===== src/hw/CpuPkg.sv =====
package CpuPkg;

	// Machine word and register index widths
	localparam int DataWidth = 32;
	localparam int RegAddrWidth = 5;

	typedef logic [DataWidth-1:0] word_t;
	typedef logic [RegAddrWidth-1:0] regAddr_t;

	// Hardwired zero register
	localparam regAddr_t RegZero = '0;

	// Primary opcodes, MIPS encoding
	typedef enum logic [5:0] {
		OpRtype = 6'h00,
		OpJ     = 6'h02,
		OpBeq   = 6'h04,
		OpBne   = 6'h05,
		OpAddi  = 6'h08,
		OpSlti  = 6'h0a,
		OpAndi  = 6'h0c,
		OpOri   = 6'h0d,
		OpLw    = 6'h23,
		OpSw    = 6'h2b
	} opcode_t;

	// R-type funct field
	typedef enum logic [5:0] {
		FnSll = 6'h00,
		FnSrl = 6'h02,
		FnAdd = 6'h20,
		FnSub = 6'h22,
		FnAnd = 6'h24,
		FnOr  = 6'h25,
		FnXor = 6'h26,
		FnSlt = 6'h2a
	} funct_t;

	// ALU operations
	typedef enum logic [3:0] {
		AluAdd,
		AluSub,
		AluAnd,
		AluOr,
		AluXor,
		AluSlt,
		AluSll,
		AluSrl
	} aluOp_t;

	// Write-back source
	typedef enum logic {
		WbAlu,
		WbMem
	} wbSel_t;

	// Branch handling in execute
	typedef enum logic [1:0] {
		BrNone,
		BrEq,
		BrNe,
		BrJump
	} branchMode_t;

endpackage


===== src/hw/Decoder.sv =====
`timescale 1ns/1ps

module Decoder (
	input  CpuPkg::word_t       instr,
	output CpuPkg::aluOp_t      aluOp,
	output logic                useImm,
	output logic                signExt,
	output logic                regWrite,
	output logic                destIsRd,
	output logic                memWrite,
	output CpuPkg::wbSel_t      wbSel,
	output CpuPkg::branchMode_t branchMode
);
	import CpuPkg::*;

	opcode_t opcode;
	funct_t funct;

	assign opcode = opcode_t'(instr[31:26]);
	assign funct = funct_t'(instr[5:0]);

	always_comb begin
		// Default is a no-op
		aluOp = AluAdd;
		useImm = 1'b0;
		signExt = 1'b0;
		regWrite = 1'b0;
		destIsRd = 1'b0;
		memWrite = 1'b0;
		wbSel = WbAlu;
		branchMode = BrNone;

		case (opcode)
			OpRtype: begin
				destIsRd = 1'b1;
				regWrite = 1'b1;
				case (funct)
					FnSll: aluOp = AluSll;
					FnSrl: aluOp = AluSrl;
					FnAdd: aluOp = AluAdd;
					FnSub: aluOp = AluSub;
					FnAnd: aluOp = AluAnd;
					FnOr:  aluOp = AluOr;
					FnXor: aluOp = AluXor;
					FnSlt: aluOp = AluSlt;
					// Unknown funct, drop the write
					default: regWrite = 1'b0;
				endcase
			end
			OpAddi, OpSlti: begin
				aluOp = (opcode == OpSlti) ? AluSlt : AluAdd;
				useImm = 1'b1;
				signExt = 1'b1;
				regWrite = 1'b1;
			end
			OpAndi, OpOri: begin
				// Logical immediates zero-extend
				aluOp = (opcode == OpOri) ? AluOr : AluAnd;
				useImm = 1'b1;
				regWrite = 1'b1;
			end
			OpLw: begin
				useImm = 1'b1;
				signExt = 1'b1;
				regWrite = 1'b1;
				wbSel = WbMem;
			end
			OpSw: begin
				useImm = 1'b1;
				signExt = 1'b1;
				memWrite = 1'b1;
			end
			OpBeq, OpBne: begin
				// Subtract so the zero flag compares rs and rt
				aluOp = AluSub;
				signExt = 1'b1;
				branchMode = (opcode == OpBeq) ? BrEq : BrNe;
			end
			OpJ: begin
				branchMode = BrJump;
			end
			default: begin
			end
		endcase
	end

endmodule


===== config.mk =====
export PLATFORM = sky130hd
export DESIGN_NAME = Decoder
export DESIGN_NICKNAME = d
export VERILOG_FILES = /design/src/hw/CpuPkg.sv /design/src/hw/Decoder.sv
export SDC_FILE = /design/constraint.sdc
export NUM_CORES = 1
export LEC_CHECK = 0
export BUFFER_PORTS_ARGS = -buffer_cell sky130_fd_sc_hd__buf_2
export CORE_AREA = 2 2 39 41
export DETAILED_ROUTE_END_ITERATION = 8
export DIE_AREA = 0 0 41 43
export PLACE_DENSITY = 0.62
export SLEW_MARGIN = 40
export SYNTH_ARGS = -nofsm -noshare
export SYNTH_HDL_FRONTEND = slang
export SYNTH_SLANG_ARGS = --single-unit
export TNS_END_PERCENT = 50

===== constraint.sdc =====
create_clock -name vclk -period 3.2
set_input_delay 0.48 -clock vclk [all_inputs]
set_output_delay 0.48 -clock vclk [all_outputs]
set_load 0.1 [all_outputs]

==> results of run 1 <==
## tightest hold or removal path: cells and delay by family
| family | cells | cell delay [ns] |
|---|---|---|
| buffers and inverters | 2 | 0.42 |
| AND/OR/NAND/NOR | 1 | 0.06 |
## metrics by stage
step / cell area (sq um) / util [%] / worst slack [ns] / power, mW
floorplan: 352 / - / -0.582 / 0.0547
global placement: 487 / 35.2 / 0.400 / 0.0740
detailed placement: 487 / 35.2 / 0.412 / 0.0747
CTS: 487 / 35.2 / 0.400 / 0.0749
global route: 487 / 35.2 / 0.346 / 0.0797
finish: 487 / 35.2 / 0.400 / 0.0744
## Yosys cell counts
| cell type | n | area [sq um] |
|---|---|---|
| nor2_1 | 8 | 30.0 |
| a21oi_1 | 6 | 30.0 |
| nor3_1 | 5 | 25.0 |
| inv_1 | 4 | 15.0 |
| clkbuf_1 | 3 | 11.3 |
| nand2_1 | 3 | 11.3 |
| o21ai_0 | 3 | 15.0 |
| mux2i_1 | 2 | 20.0 |
| nor2b_1 | 2 | 12.5 |
| nor4_1 | 2 | 12.5 |
| or4_4 | 2 | 22.5 |
| a211oi_1 | 1 | 7.51 |
| a21o_1 | 1 | 7.51 |
| a31oi_1 | 1 | 6.26 |
| and2b_2 | 1 | 8.76 |
| buf_4 | 1 | 7.51 |
| buf_6 | 1 | 11.3 |
| conb_1 | 1 | 3.75 |
| nand3_1 | 1 | 5.00 |
| nand4_1 | 1 | 6.26 |
| nor4b_1 | 1 | 8.76 |
| o22ai_1 | 1 | 6.26 |
| o31ai_1 | 1 | 7.51 |
| o32ai_1 | 1 | 8.76 |
| or3b_2 | 1 | 8.76 |
| or4_1 | 1 | 7.51 |
| xnor2_1 | 1 | 8.76 |
## cell usage in the layout, fill, tap and decap left out, drive strengths merged
master,synthesis,routed
nor4b,1,1
mux2i,2,2
buf,2,23
a211oi,1,1
inv,4,4
a21o,1,1
nor2,8,8
o21ai,3,3
and2b,1,1
nand2,3,3
or4,3,3
nor2b,2,2
a31oi,1,1
nand4,1,1
nor4,2,2
xnor2,1,1
o22ai,1,1
or3b,1,1
conb,1,1
nand3,1,1
o31ai,1,1
a21oi,6,6
o32ai,1,1
nor3,5,5
## per-layer routing
| layer | wire length [um] | track usage, % | part of all wire [%] |
|---|---|---|---|
| met5 | 0 | 0 | 0 |
| met4 | 0 | 0 | 0 |
| met3 | 88 | 0.524 | 9.6 |
| met2 | 413 | 18.4 | 45 |
| met1 | 414 | 15.2 | 45 |
## layout make-up
class / count / area (sq um)
fillers: 160 / 897
well taps: 16 / 20.0
inverters: 4 / 15.0
repair buffers: 23 / 145
multi-input cells: 47 / 307
## cell families (layout without fill, tap and decap cells)
| logic type | count (synthesis) | after routing | synth area share, % |
|---|---|---|---|
| AO/OA/AOI/OAI | 15 | 15 | 27.3 |
| XOR/XNOR | 1 | 1 | 2.69 |
| buffers and inverters | 9 | 27 | 13.8 |
| multiplexers | 2 | 2 | 6.15 |
| other | 1 | 1 | 1.15 |
| AND/OR/NAND/NOR | 28 | 28 | 48.8 |
## worst max path at each step
| stage | end | slack (ns) | depth (start not counted) | from |
|---|---|---|---|---|
| detailed placement | aluOp[1] | 0.41 | 5 | instr[28] |
| floorplan | aluOp[0] | -0.58 | 4 | instr[29] |
| CTS | regWrite | 0.40 | 6 | instr[28] |
| finish | regWrite | 0.40 | 6 | instr[28] |
| global placement | aluOp[1] | 0.40 | 5 | instr[28] |
| global route | regWrite | 0.35 | 6 | instr[28] |
## where the power goes
part / internal (mW) / switching [mW]
Combinational: 0.0205 / 0.0540
Clock: 0 / 0
Sequential: 0 / 0
==> flow_summary.yaml, run 1 <==
logic_synthesis:
  yosysUniqueCellTypes: 27
  syn_inst: 56
  yosys_warnings: 0
  syn_area_sq_um: 325
  synth_seq_area_share_pct: 0
  synth_nets: 88
  avgSynthCellArea_sq_um: 5.81
clock_network:
  cts_setup_buffers: 0
  cts_hold_buf: 0
  ctsResizeCount: 0
global_route:
  grt_pass1_vias: 369
  grtUsageTotal_pct: 10.8
  grt_overflow: 0
  antenna_found_initial: 0
  grt_max_degree: 13
  grt_pass1_wl_mm: 1.45
die:
  row_count: 14
  design.core.area_sq_um: 1380
  start_util_pct: 23.5
  die_y_um: 43
  die_area_sq_um: 1760
  ios: 44
  die_w_um: 41
detailed_routing:
  drt-initial-drc-count: 1
  num_vias: 463
  route.detailed.drc: 0
  drt_wl_total_um: 916
  wl_per_cell_um: 10.2
  vias_per_cell: 5.14
  drtAntennaViolNets: 0
  drtPass1Iterations: 4
layout:
  drive_gt1_share_pct: 40.5
  final-seq-area_sq_um: 0
  nClkBuffers: 0
  n_sequential_cell: 0
  syn_to_final_growth_pct: 49.6
  nets: 108
  antenna_cells: 0
  final_cells: 90
timing:
  setup_viol: 0
  rsz0062_at_grt: "false"
  slew_violations: 0
  max_freq_mhz: 357
  hold_slack_ns: 1.44
  hold_violations: 0
  fin_crit_ns: 2.80
  finalSetupTns_ns: 0
  fin_crit_sh_pct: 87.5
placed_design:
  place.gp.congestion: 0.733
  dp_hpwl_um: 736
  portBuffers: 23
  placedCellCount: 90
setup_path:
  path_cells: "buf_2 -> or4_4 -> or4_4 -> a21o_1 -> o22ai_1 -> buf_12"
  endpoint_kind: "output pin"
  slowest_delay_ns: 0.55
  crit_fanout: 7
  worst_setup_path_start_kind: "input pin"
  worstSetupPathType: "in -> out"
  cp.arrival_ns: 2.32
  cp_slowest_cell: "or4_4"
  cp_num_buf_inv: 2
  cpMostUsedCell: "or4_4"
  critPathRequiredTime_ns: 2.72
  crit_family: "simple AND/OR/NAND/NOR gates"
worst_hold_path:
  worstHoldPathType: "in -> out"
  hold_path_startpoint: "instr[26]"
  worstHoldPathCells: 3
  whs_endpoint: "branchMode[0]"
flow_run:
  cap_violations: 0
pwr:
  power_density_nw_per_um2: 153
  ir_drop_uv: 58.1
  p_leak_nw: 0.216
outcome:
  status: "complete, no violations"
No activity file was read; power rests on OpenSTA's default activity.
==> run 2, diff against run 1 <==
- SETUP_SLACK_MARGIN: unset -> 0.5
==> flow_summary.yaml, run 2 (synthesized netlist as in run 1, its figures left out) <==
pwr:
  internal_power_mw: 0.0225
  power_density_nw_per_um2: 147
  total_power_mw: 0.0788
  p_clk_share_pct: 0
  switchingPower_mw: 0.0562
  p_seq_share_pct: 0
  swShare_pct: 71.4
  ir_drop_uv: 51.3
  p_comb_share_pct: 100.0
  p_leak_nw: 0.234
setup_path:
  cp.arrival_ns: 2.21
  worstSetupPathType: "in -> out"
  critPathRequiredTime_ns: 2.72
  worst_setup_path_start_kind: "input pin"
  crit_fanout: 6
  endpoint_kind: "output pin"
die:
  die_y_um: 43
  die_w_um: 41
  die_area_sq_um: 1760
  ios: 44
  design.core.area_sq_um: 1380
  row_count: 14
  start_util_pct: 23.5
layout:
  layout_commonest_cell: "buf_2"
  nClkBuffers: 0
  n_sequential_cell: 0
  syn_to_final_growth_pct: 64.6
  drive_gt1_share_pct: 45.3
  antenna_cells: 0
  nets: 109
  final_cells: 91
  final_cell_mix: "buf_2 (19), nor2_1 (8), a21oi_1 (6)"
  final-seq-area_sq_um: 0
  nFillCells: 156
timing:
  rsz0062_at_grt: "true"
  finalSetupTns_ns: 0
  fin_crit_ns: 2.69
  fin_crit_sh_pct: 83.9
  hold_violations: 0
  max_freq_mhz: 372
  slew_violations: 0
  setup_viol: 0
global_route:
  grt_pass1_vias: 331
  use_met3_pct: 0.524
  grt_overflow: 0
  grtUsageTotal_pct: 10.1
  antenna_found_initial: 0
  grt-busiest-layer: "met1"
  grtUsageMet2_pct: 14.7
  grt_pass1_wl_mm: 1.36
  grt_max_degree: 13
  grtUsageMet1_pct: 16.8
placed_design:
  dp_hpwl_um: 714
  placedCellCount: 90
  place.gp.congestion: 0.657
  portBuffers: 23
detailed_routing:
  drtAntennaViolNets: 0
  wl_per_cell_um: 9.52
  num_vias: 454
  drt-initial-drc-count: 4
  drt_wl_total_um: 866
  route.detailed.drc: 0
  drtPass1Iterations: 4
  vias_per_cell: 4.99
worst_hold_path:
  whs_endpoint: "regWrite"
  hold_path_startpoint: "instr[30]"
  worstHoldPathType: "in -> out"
  worstHoldPathCells: 3
outcome:
  status: "complete, no violations"
clock_network:
  cts_hold_buf: 0
flow_run:
  cap_violations: 0
-- run 2: changes by cell type in the layout (fill, tap and decap cells not counted) --
cell / before / now
nor4_2: 1 / 0
o22ai_1: 1 / 0
buf_2: 21 / 19
o32ai_1: 1 / 0
o32ai_2: 0 / 1
o22ai_2: 0 / 1
nor3_2: 0 / 1
nor3_1: 5 / 4
nor4_4: 0 / 1
nor4b_2: 1 / 0
nor4b_4: 0 / 1
buf_4: 0 / 3
-- run 2: power groups by stage --
| stage | clock [mW] | sequential (mW) | combinational, mW |
|---|---|---|---|
| 6_report | 0 | 0 | 0.0788 |
| 5_1_grt | 0 | 0 | 0.0847 |
| 4_1_cts | 0 | 0 | 0.0784 |
| 3_5_place_dp | 0 | 0 | 0.0780 |
| 3_3_place_gp | 0 | 0 | 0.0777 |
| 2_1_floorplan | 0 | 0 | 0.0580 |
-- run 2: area by class of cell --
class / count / area (sq um) / share of cell area, %
Inverter: 4 / 15.0 / 2.80
Multi-Input combinational cell: 47 / 343 / 64.0
Tap cell: 16 / 20.0 / 3.74
Timing Repair Buffer: 24 / 158 / 29.4
-- run 2: stage by stage --
step | cell area, sq um | worst slack, ns | utilization [%] | hold slack, ns
after CTS | 526 | 0.435 | 38.0 | 1.42
after floorplan | 388 | 0.117 | - | 1.07
after detailed placement | 523 | 0.398 | 37.8 | 1.41
after global routing | 536 | 0.456 | 38.7 | 1.42
after global placement | 523 | 0.382 | 37.8 | 1.42
final | 536 | 0.515 | 38.7 | 1.40
-- run 2: layer usage --
layer  wire (um)  vias up
met4           0        0
li1            -      243
met5           0        -
met1         414      195
met3          76        0
met2         375       16
-- run 2: repair_timing --
action,in CTS,in global routing
setup endpoints to repair,3,3
buffers inserted,0,1
pin swaps,0,2
resized for setup,1,2
-- run 2: critical path, stage by stage --
cell	delay, ns
buf_2	0.13
or4_4	0.54
or4_4	0.45
a21o_1	0.20
o22ai_2	0.19
buf_12	0.20
-- run 2: worst max-delay path by stage --
stage	start	endpoint	cells after the start
global route	instr[26]	regWrite	6
floorplan	instr[30]	regWrite	5
global placement	instr[28]	aluOp[1]	5
CTS	instr[28]	regWrite	6
detailed placement	instr[28]	aluOp[1]	5
finish	instr[26]	regWrite	6
