## config.mk

```make
export PLATFORM = sky130hd
export DESIGN_NAME = PcUnit
export DESIGN_NICKNAME = d
export VERILOG_FILES = /design/src/hw/CpuPkg.sv /design/src/hw/PcUnit.sv
export SDC_FILE = /design/constraint.sdc
export NUM_CORES = 1
export LEC_CHECK = 0
export BUFFER_PORTS_ARGS = -buffer_cell sky130_fd_sc_hd__clkbuf_2
export CAP_MARGIN = 20
export CORE_ASPECT_RATIO = 1.4
export CORE_MARGIN = 2
export CORE_UTILIZATION = 35
export DETAILED_ROUTE_END_ITERATION = 10
export PLACE_DENSITY_LB_ADDON = 0.2
export SYNTH_ARGS = -nofsm -noshare
export SYNTH_HDL_FRONTEND = slang
export SYNTH_SLANG_ARGS = --single-unit
```

## constraint.sdc

```tcl
create_clock -name clk -period 1.9 [get_ports clk]
set_clock_uncertainty 0.1 [all_clocks]
set_input_delay 0.38 -clock clk [delete_from_list [all_inputs] [get_ports clk]]
set_output_delay 0.38 -clock clk [all_outputs]
set_load 0.02 [all_outputs]
```

## src/hw/CpuPkg.sv

```systemverilog
package CpuPkg;

	// Machine word and register index widths
	localparam int DataWidth = 32;
	localparam int RegAddrWidth = 5;

	typedef logic [DataWidth-1:0] word_t;
	typedef logic [RegAddrWidth-1:0] regAddr_t;

	// Hardwired zero register
	localparam regAddr_t RegZero = '0;

	// Primary opcodes, MIPS encoding
	typedef enum logic [5:0] {
		OpRtype = 6'h00,
		OpJ     = 6'h02,
		OpBeq   = 6'h04,
		OpBne   = 6'h05,
		OpAddi  = 6'h08,
		OpSlti  = 6'h0a,
		OpAndi  = 6'h0c,
		OpOri   = 6'h0d,
		OpLw    = 6'h23,
		OpSw    = 6'h2b
	} opcode_t;

	// R-type funct field
	typedef enum logic [5:0] {
		FnSll = 6'h00,
		FnSrl = 6'h02,
		FnAdd = 6'h20,
		FnSub = 6'h22,
		FnAnd = 6'h24,
		FnOr  = 6'h25,
		FnXor = 6'h26,
		FnSlt = 6'h2a
	} funct_t;

	// ALU operations
	typedef enum logic [3:0] {
		AluAdd,
		AluSub,
		AluAnd,
		AluOr,
		AluXor,
		AluSlt,
		AluSll,
		AluSrl
	} aluOp_t;

	// Write-back source
	typedef enum logic {
		WbAlu,
		WbMem
	} wbSel_t;

	// Branch handling in execute
	typedef enum logic [1:0] {
		BrNone,
		BrEq,
		BrNe,
		BrJump
	} branchMode_t;

endpackage

```

## src/hw/PcUnit.sv

```systemverilog
`timescale 1ns/1ps

module PcUnit (
	input  logic                clk,
	input  logic                rst,
	input  CpuPkg::branchMode_t branchMode,
	input  logic                zero,
	input  CpuPkg::word_t       instrPc,
	input  logic [15:0]         offset,
	input  logic [25:0]         jumpIndex,
	output CpuPkg::word_t       pc
);
	import CpuPkg::*;

	word_t linkPc;
	word_t branchTarget;
	word_t jumpTarget;
	word_t nextPc;
	logic taken;

	// Targets are relative to the instruction after the branch
	assign linkPc = instrPc + 32'd4;
	assign branchTarget = linkPc + {{14{offset[15]}}, offset, 2'b00};
	assign jumpTarget = {linkPc[31:28], jumpIndex, 2'b00};

	// Resolve using the execute-stage flag
	always_comb begin
		case (branchMode)
			BrEq:    taken = zero;
			BrNe:    taken = ~zero;
			BrJump:  taken = 1'b1;
			default: taken = 1'b0;
		endcase
	end

	always_comb begin
		if (!taken) begin
			nextPc = pc + 32'd4;
		end else if (branchMode == BrJump) begin
			nextPc = jumpTarget;
		end else begin
			nextPc = branchTarget;
		end
	end

	// No flush, the two fetches already in flight still run
	always_ff @(posedge clk or negedge rst) begin
		if (!rst) begin
			pc <= '0;
		end else begin
			pc <= nextPc;
		end
	end

endmodule

```

==> metrics.txt, run 1 <==
outcome=finished with violations; failing checks=setup timing; vias in the first global route=4839; CTS root buf=clkbuf_16; Biggest register=pc; drt first pass iters=4; Reg clk slew, reported paths=0.05 ns; Most used DFF post-synth=dfrtp_1; CP Capture Type=flop; Reg-to-Reg End=pc[29]$_DFF_PN0_; gpl congestion=0.904; CTS Sinks=32; Die H=129 microns; nets=921; Worst Hold Class=in -> async; Port Buffers=110; FF-to-FF setup slack=-0.16 ns; max_cap viols=0; Initial Util=35.9%; final wirelength=14100 microns; Top Layer Used=met4; YS warnings=0; worst ir drop on vdd=0.344 mV; drt drc=0; Seq/Total Area, Yosys=20.6%; via count=4859; Max-slew headroom=68.6%; Setup crit start kind=input port; CTS tree=done; global route overflow=0; max FFs per register=32; reg2reg start=pc[5]$_DFF_PN0_; total power=4.21 mW; leakage=3.23 nW; leading cell types in the layout, fill and taps excluded=179 x buf_4, 104 x clkbuf_2, 54 x nand2_1; Mapped Nets=622; post-route ant nets=0; CORE AREA=10800 sq um; Critical Path AT=3.31 ns; gr usage total=22.0%; commonest non-fill, non-tap cell in the layout=buf_4; die area=12000 sq um; Post-Route Setup TNS=-24.27 ns; initial antenna violation count=0; CTS Buf Count=5; worst setup path startpoint=instrPc[6]; mapped cell area=3890 sq um; Syn Area/Cell=7.68 sq um; WL met2=7480 microns; Routed wire per std cell=14.9 microns; area delta synth->final=81.2%; Starting DRT DRC Count=161; FP Rows=45; worst skew pair latency=0.28 ns; H-tree depth=2; fin worst setup slack=-1.35 ns; number of diodes=0; Async SR Flop Fraction=100%; Final Cycle Share=171%; Finished Cell Area=7040 sq um; Yosys reg bits=32; Die X=93.1 microns; Yosys cell types=53; post-synthesis cell count=506; DP Area=6000 sq um; crit path time final=3.25 ns; worst-case clock buffer depth=2; fmax=308 MHz; critical path capture point=pc[31]$_DFF_PN0_; largest net degree at the start of global routing=33; global-route wire length before repair=21300 microns; Slew Limit Fails=0; worst slew pin tran=0.470 ns; number of synthesized flops with an enable pin=0; worst-path fanout max=4; WL met3=435 microns; Core Util, Final=65.2%; Regs by FF count=pc: 32 flops; final-report setup violation count=28; WS Path Type=in -> reg; Worst Path Required=1.97 ns; layout cell share with drive strength beyond 1=53.0%; WHS=0.0111 ns; worst r2r path cells=9; Met1 Wirelength=5720 microns; via/cell ratio=5.14; pwr dens=598 nW/um^2; Final HPWL DP=10700 microns; I/O pin count=111; RSZ-0062 raised after global routing=yes; endpoints failing hold=0
[Yosys cell counts, drive strengths merged, types with 4 or more instances]
cell type | n | share of area, %
a211oi | 17 | 3.3
a21o | 8 | 1.5
a21oi | 50 | 6.4
a31oi | 5 | 0.80
and2 | 4 | 0.64
and3 | 7 | 1.1
and4 | 6 | 1.4
buf | 8 | 0.84
clkbuf | 4 | 0.39
dfrtp | 32 | 21
ha | 36 | 12
inv | 12 | 1.2
nand2 | 65 | 6.3
nand3 | 31 | 4.0
nand4 | 15 | 2.8
nor2 | 46 | 4.4
nor3 | 8 | 1.0
o211ai | 4 | 0.77
o21ai | 23 | 3.0
o21bai | 4 | 0.77
o22ai | 5 | 0.80
xnor2 | 45 | 10
xor2 | 31 | 7.0
[repair_timing]
action | CTS | global route
endpoints found under the setup margin | 28 | 28
buffers inserted | 10 | 14
endpoints found under the hold margin | 0 | 0
pin swaps | 53 | 43
resized for setup | 59 | 91
hold buffers | 0 | 0
gates cloned | 0 | 0
[cells by family (layout without fill, tap and decap cells)]
logic type / Yosys count / after routing / synth area share [%]
AND/OR/NAND/NOR: 196 / 196 / 24.8
AO/OA/AOI/OAI: 136 / 136 / 21.6
XOR/XNOR: 76 / 76 / 17.1
adder cells (fa/ha/maj): 37 / 37 / 12.1
flip-flops: 32 / 32 / 20.6
buffers and inverters: 24 / 323 / 2.38
multiplexers: 5 / 5 / 1.35
[critical path, stage by stage]
cell and delay (ns):
buf_8 0.08, nand3_4 0.08, or4_4 0.56, or2_4 0.28, nor2_4 0.10, xnor2_2 0.13
ha_4 0.25, a21oi_4 0.17, a21oi_2 0.07, a211oi_2 0.24, a31oi_2 0.14, a311oi_2 0.32
mux2_1 0.35, and4_1 0.15
[how the worst min path moves through the flow]
stage                     cells past startpoint           endpoint  startpoint
final                                         2   pc[10]$_DFF_PN0_         rst
after global routing                          2    pc[5]$_DFF_PN0_         rst
after CTS                                     2    pc[6]$_DFF_PN0_         rst
after detailed placement                      2    pc[6]$_DFF_PN0_         rst
after global placement                        2    pc[6]$_DFF_PN0_         rst
after floorplan                               0  pc[0]$_DFFE_PN0P_         rst
[cell type report]
type,instances,area (sq um)
fillers,921,3770
flip-flops and latches,32,801
repair buffers,304,2130
inverters,12,50.0
multi-input cells,450,3730
well taps,141,176
clock buffers,7,153
[power breakdown]
group | leakage (nW) | total [mW] | switching, mW | internal, mW
Clock | 0.0760 | 0.824 | 0.275 | 0.549
Combinational | 2.79 | 2.43 | 1.24 | 1.19
Sequential | 0.369 | 0.951 | 0.120 | 0.831
[per-stage QoR]
stage / cells / setup slack (ns)
2_1_floorplan: 506 / -1.50
3_3_place_gp: 916 / -1.62
3_5_place_dp: 916 / -1.68
4_1_cts: 933 / -1.29
5_1_grt: 946 / -1.48
6_report: 946 / -1.35
[routing by layer]
| metal | vias to the layer above | track usage (%) |
|---|---|---|
| met4 | 0 | 10.2 |
| met1 | 2275 | 25.2 |
| met3 | 30 | 1.23 |
| met5 | - | 0 |
| met2 | 118 | 41.4 |
| li1 | 2436 | - |
Power figures use the tool's default switching activity.
==> run 2: changes to the inputs <==
--- a/config.mk
+++ b/config.mk
@@ -9,7 +9,7 @@
 export CAP_MARGIN = 20
 export CORE_ASPECT_RATIO = 1.4
 export CORE_MARGIN = 2
-export CORE_UTILIZATION = 35
+export CORE_UTILIZATION = 49
 export DETAILED_ROUTE_END_ITERATION = 10
 export PLACE_DENSITY_LB_ADDON = 0.2
 export SYNTH_ARGS = -nofsm -noshare
==> constraint.sdc (replaced) <==
create_clock -name clk -period 1.9 [get_ports clk]
set_clock_uncertainty 0.1 [all_clocks]
set_input_delay 0 -clock clk [delete_from_list [all_inputs] [get_ports clk]]
set_output_delay 0 -clock clk [all_outputs]
set_load 0.02 [all_outputs]
==> run 2 against run 1 <==
Effect of this change: the run now fails in 5_1_grt; area after synthesis stayed put; synthesized cell count unchanged.
==> metrics.txt, run 2 <==
outcome=did not finish; failing step=5_1_grt; Log Error=[ERROR GRT-0232] Routing congestion too high. Check the congestion heatmap in the GUI.; number of synthesized flops with an enable pin=0; H-tree depth=2; Final HPWL DP=9860 microns; mapped cell area=3890 sq um; Mapped Nets=622; global route overflow=32; top cells by area, synth=dfrtp_1 21%, ha_1 12%, xnor2_1 10%; cell taking the most area after synthesis=dfrtp_1; post-synthesis cell count=506; CTS Buf Count=5; Yosys reg bits=32; CTS root buf=clkbuf_8; Port Buffers=110; Yosys top cell area share=20.6%; I/O pin count=111; CTS Sinks=32; Syn Area/Cell=7.68 sq um; Die X=79.3 microns; gr usage total=71.5%; Most used DFF post-synth=dfrtp_1; Die H=109 microns; gpl congestion=0.831; largest net degree at the start of global routing=33; Seq/Total Area, Yosys=20.6%; WEP type=register data pin; most numerous cell in the Yosys netlist=nand2_1; Synth top cells by count=65 x nand2_1, 50 x a21oi_1, 46 x nor2_1; FP Rows=38; Async SR Flop Fraction=100%; Initial Util=50.5%; YS warnings=0; worst-case clock buffer depth=2; GRT repair_timing worst endpoint=pc[31]$_DFF_PN0_/D; Yosys cell types=53
run 2: cell families after synthesis:
family	synth area share, %
fa+ha+maj	12.1
buf+inv	2.38
mux	1.35
flops	20.6
compound gates	21.6
xor+xnor	17.1
simple gates	24.8
run 2: what timing repair did:
item / 4_1_cts
endpoints found under the setup margin: 26
resized for setup: 88
hold buffers: 27
setup buffers: 22
pin swaps: 64
endpoints found under the hold margin: 58
run 2: through the flow:
stage	cell area (sq um)	worst slack [ns]	instances
2_1_floorplan	4000	-1.12	506
3_3_place_gp	5840	-1.24	864
3_5_place_dp	5840	-1.31	864
4_1_cts	6730	-0.918	915
run 2: routing by layer:
metal / GRT usage (%) / overflow
met3: 48.4 / 0
met2: 94.1 / 18
met1: 69.5 / 3
met4: 78.9 / 11
met5: 0 / 0
==> run 3: changes to the inputs <==
--- a/config.mk
+++ b/config.mk
@@ -7,11 +7,10 @@
 export LEC_CHECK = 0
 export BUFFER_PORTS_ARGS = -buffer_cell sky130_fd_sc_hd__clkbuf_2
 export CAP_MARGIN = 20
-export CORE_ASPECT_RATIO = 1.4
 export CORE_MARGIN = 2
-export CORE_UTILIZATION = 49
+export CORE_UTILIZATION = 35
 export DETAILED_ROUTE_END_ITERATION = 10
-export PLACE_DENSITY_LB_ADDON = 0.2
+export PLACE_DENSITY_LB_ADDON = 0.15
 export SYNTH_ARGS = -nofsm -noshare
 export SYNTH_HDL_FRONTEND = slang
 export SYNTH_SLANG_ARGS = --single-unit
==> constraint.sdc (replaced) <==
create_clock -name clk -period 2.47 [get_ports clk]
set_clock_uncertainty 0.1 [all_clocks]
set_input_delay 0 -clock clk [delete_from_list [all_inputs] [get_ports clk]]
set_output_delay 0 -clock clk [all_outputs]
set_load 0.02 [all_outputs]
==> run 3 against run 2 <==
Effect of this change: the flow now finishes, with violations (setup timing).
==> metrics.txt, run 3 (synthesis gave the netlist of run 1 again) <==
outcome=finished with violations; failing checks=setup timing; drt first pass iters=4; leakage=3.00 nW; crit path time final=2.86 ns; Final Cycle Share=116%; number of diodes=0; Hold EP=pc[16]$_DFF_PN0_; H-tree depth=2; gr usage total=21.2%; CTS Sinks=32; Die X=109 microns; Core Util, Final=60.6%; Max-slew headroom=46.7%; CP delay by family, top=simple AND/OR/NAND/NOR gates; worst-case clock buffer depth=2; global routing's busiest layer=met2; fmax=350 MHz; Initial Util=35.8%; FP Rows=38; met3 usage=1.19%; drt drc=0; I/O pin count=111; max FFs per register=32; pwr dens=424 nW/um^2; commonest non-fill, non-tap cell in the layout=buf_4; endpoints failing hold=0; Slew Limit Fails=0; worst path bufs/invs=1; fin worst setup slack=-0.390 ns; CTS root buf=clkbuf_8; area delta synth->final=69.1%; Worst Hold Class=in -> reg; largest net degree at the start of global routing=38; final-report setup violation count=9; hold depth=4; worst skew pair latency=0.28 ns; global route overflow=0; Cell Count Post-Placement=875; CP Capture Type=flop; worst slew pin tran=0.797 ns; CORE AREA=10800 sq um; initial antenna violation count=0; reg2reg start=pc[4]$_DFF_PN0_; Setup crit start kind=input port; Worst Path Required=2.54 ns; global-route wire length before repair=20400 microns; worst r2r path cells=8; via count=4624; hold wc startpoint=jumpIndex[14]; Starting DRT DRC Count=128; total power=2.79 mW; met1 global-route usage=29.7%; non-filler cells, final=923; via/cell ratio=5.01; worst ir drop on vdd=0.351 mV; Port Buffers=110; Slowest-stage cell, CP=or4_4; vias in the first global route=4439; worst path cell trace=clkbuf_16 > nand2_4 > or4_4 > or2_4 > nor2_4 > xnor2_2 > ha_4 > a21oi_4 > a21oi_2 > a211oi_2 > a31oi_2 > a311oi_2 > mux2_4 > and4_1; Die H=109 microns; gpl congestion=0.883; WS Path Type=in -> reg; layout cell share with drive strength beyond 1=44.4%; Biggest register=pc; Reg-to-Reg End=pc[29]$_DFF_PN0_; leading cell types in the layout, fill and taps excluded=141 x buf_4, 104 x clkbuf_2, 59 x nand2_1; die area=12000 sq um; Critical Path AT=2.93 ns; post-route ant nets=0; worst-path fanout max=4; FF-to-FF setup slack=0.23 ns; Final HPWL DP=10200 microns; CTS tree=done; Reg clk slew, reported paths=0.06 ns; GR Util met2=35.8%; CTS Buf Count=5; slowest stage delay, CP=0.55 ns; nets=898; final wirelength=13100 microns; Routed wire per std cell=14.2 microns; Regs by FF count=pc: 32 flops; max_cap viols=0; RSZ-0062 raised after global routing=yes
run 3: worst max path at each step:
| stage | to | cells past startpoint | from | slack [ns] |
|---|---|---|---|---|
| after floorplan | pc[31]$_DFF_PN0_ | 13 | instrPc[5] | -0.55 |
| after CTS | pc[31]$_DFF_PN0_ | 15 | instrPc[3] | -0.33 |
| after global placement | pc[31]$_DFF_PN0_ | 14 | instrPc[2] | -0.71 |
| final | pc[31]$_DFF_PN0_ | 14 | instrPc[2] | -0.39 |
| after detailed placement | pc[31]$_DFF_PN0_ | 13 | instrPc[2] | -0.79 |
| after global routing | pc[31]$_DFF_PN0_ | 14 | instrPc[6] | -0.53 |
run 3: area by class of cell:
| class | instances | area (sq um) |
|---|---|---|
| flip-flops and latches | 32 | 801 |
| clock buffers | 8 | 90.1 |
| inverters | 12 | 52.6 |
| fillers | 984 | 4270 |
| multi-input cells | 450 | 3480 |
| repair buffers | 281 | 1970 |
| well taps | 140 | 175 |
run 3: per-layer routing:
layer	up-vias	wire (microns)
met5	-	0
met1	2113	6180
met3	13	472
li1	2395	-
met4	0	162
met2	103	6270
run 3: repair_timing:
action | in CTS | in global routing
pin swaps | 53 | 30
endpoints found under the hold margin | 57 | 0
setup endpoints to repair | 20 | 21
setup buffers | 6 | 8
hold buffers | 26 | 0
gates resized for setup | 51 | 58
run 3: worst register-to-register path: stages, from the launching register on:
cell,delay [ns]
dfrtp_1,0.43
and4_1,0.26
and4_1,0.30
nand2_1,0.12
nor3_1,0.26
buf_4,0.19
nand4_1,0.11
xor2_1,0.18
o221ai_1,0.14
run 3: power breakdown:
part	switching, mW	internal, mW	total [mW]	leakage (nW)
combinational	0.825	0.774	1.60	2.59
clock	0.182	0.227	0.409	0.0455
sequential	0.143	0.638	0.781	0.369
run 3: through the flow:
step | setup slack [ns] | TNS [ns] | cell area, sq um | hold slack [ns]
floorplan | -0.548 | -1.60 | 3960 | -0.396
global placement | -0.714 | -9.49 | 5630 | 0.0310
detailed placement | -0.793 | -10.64 | 5630 | 0.0200
CTS | -0.332 | -1.74 | 6250 | 0.0120
global route | -0.531 | -3.99 | 6570 | 0.0297
finish | -0.390 | -1.78 | 6570 | 0.0102
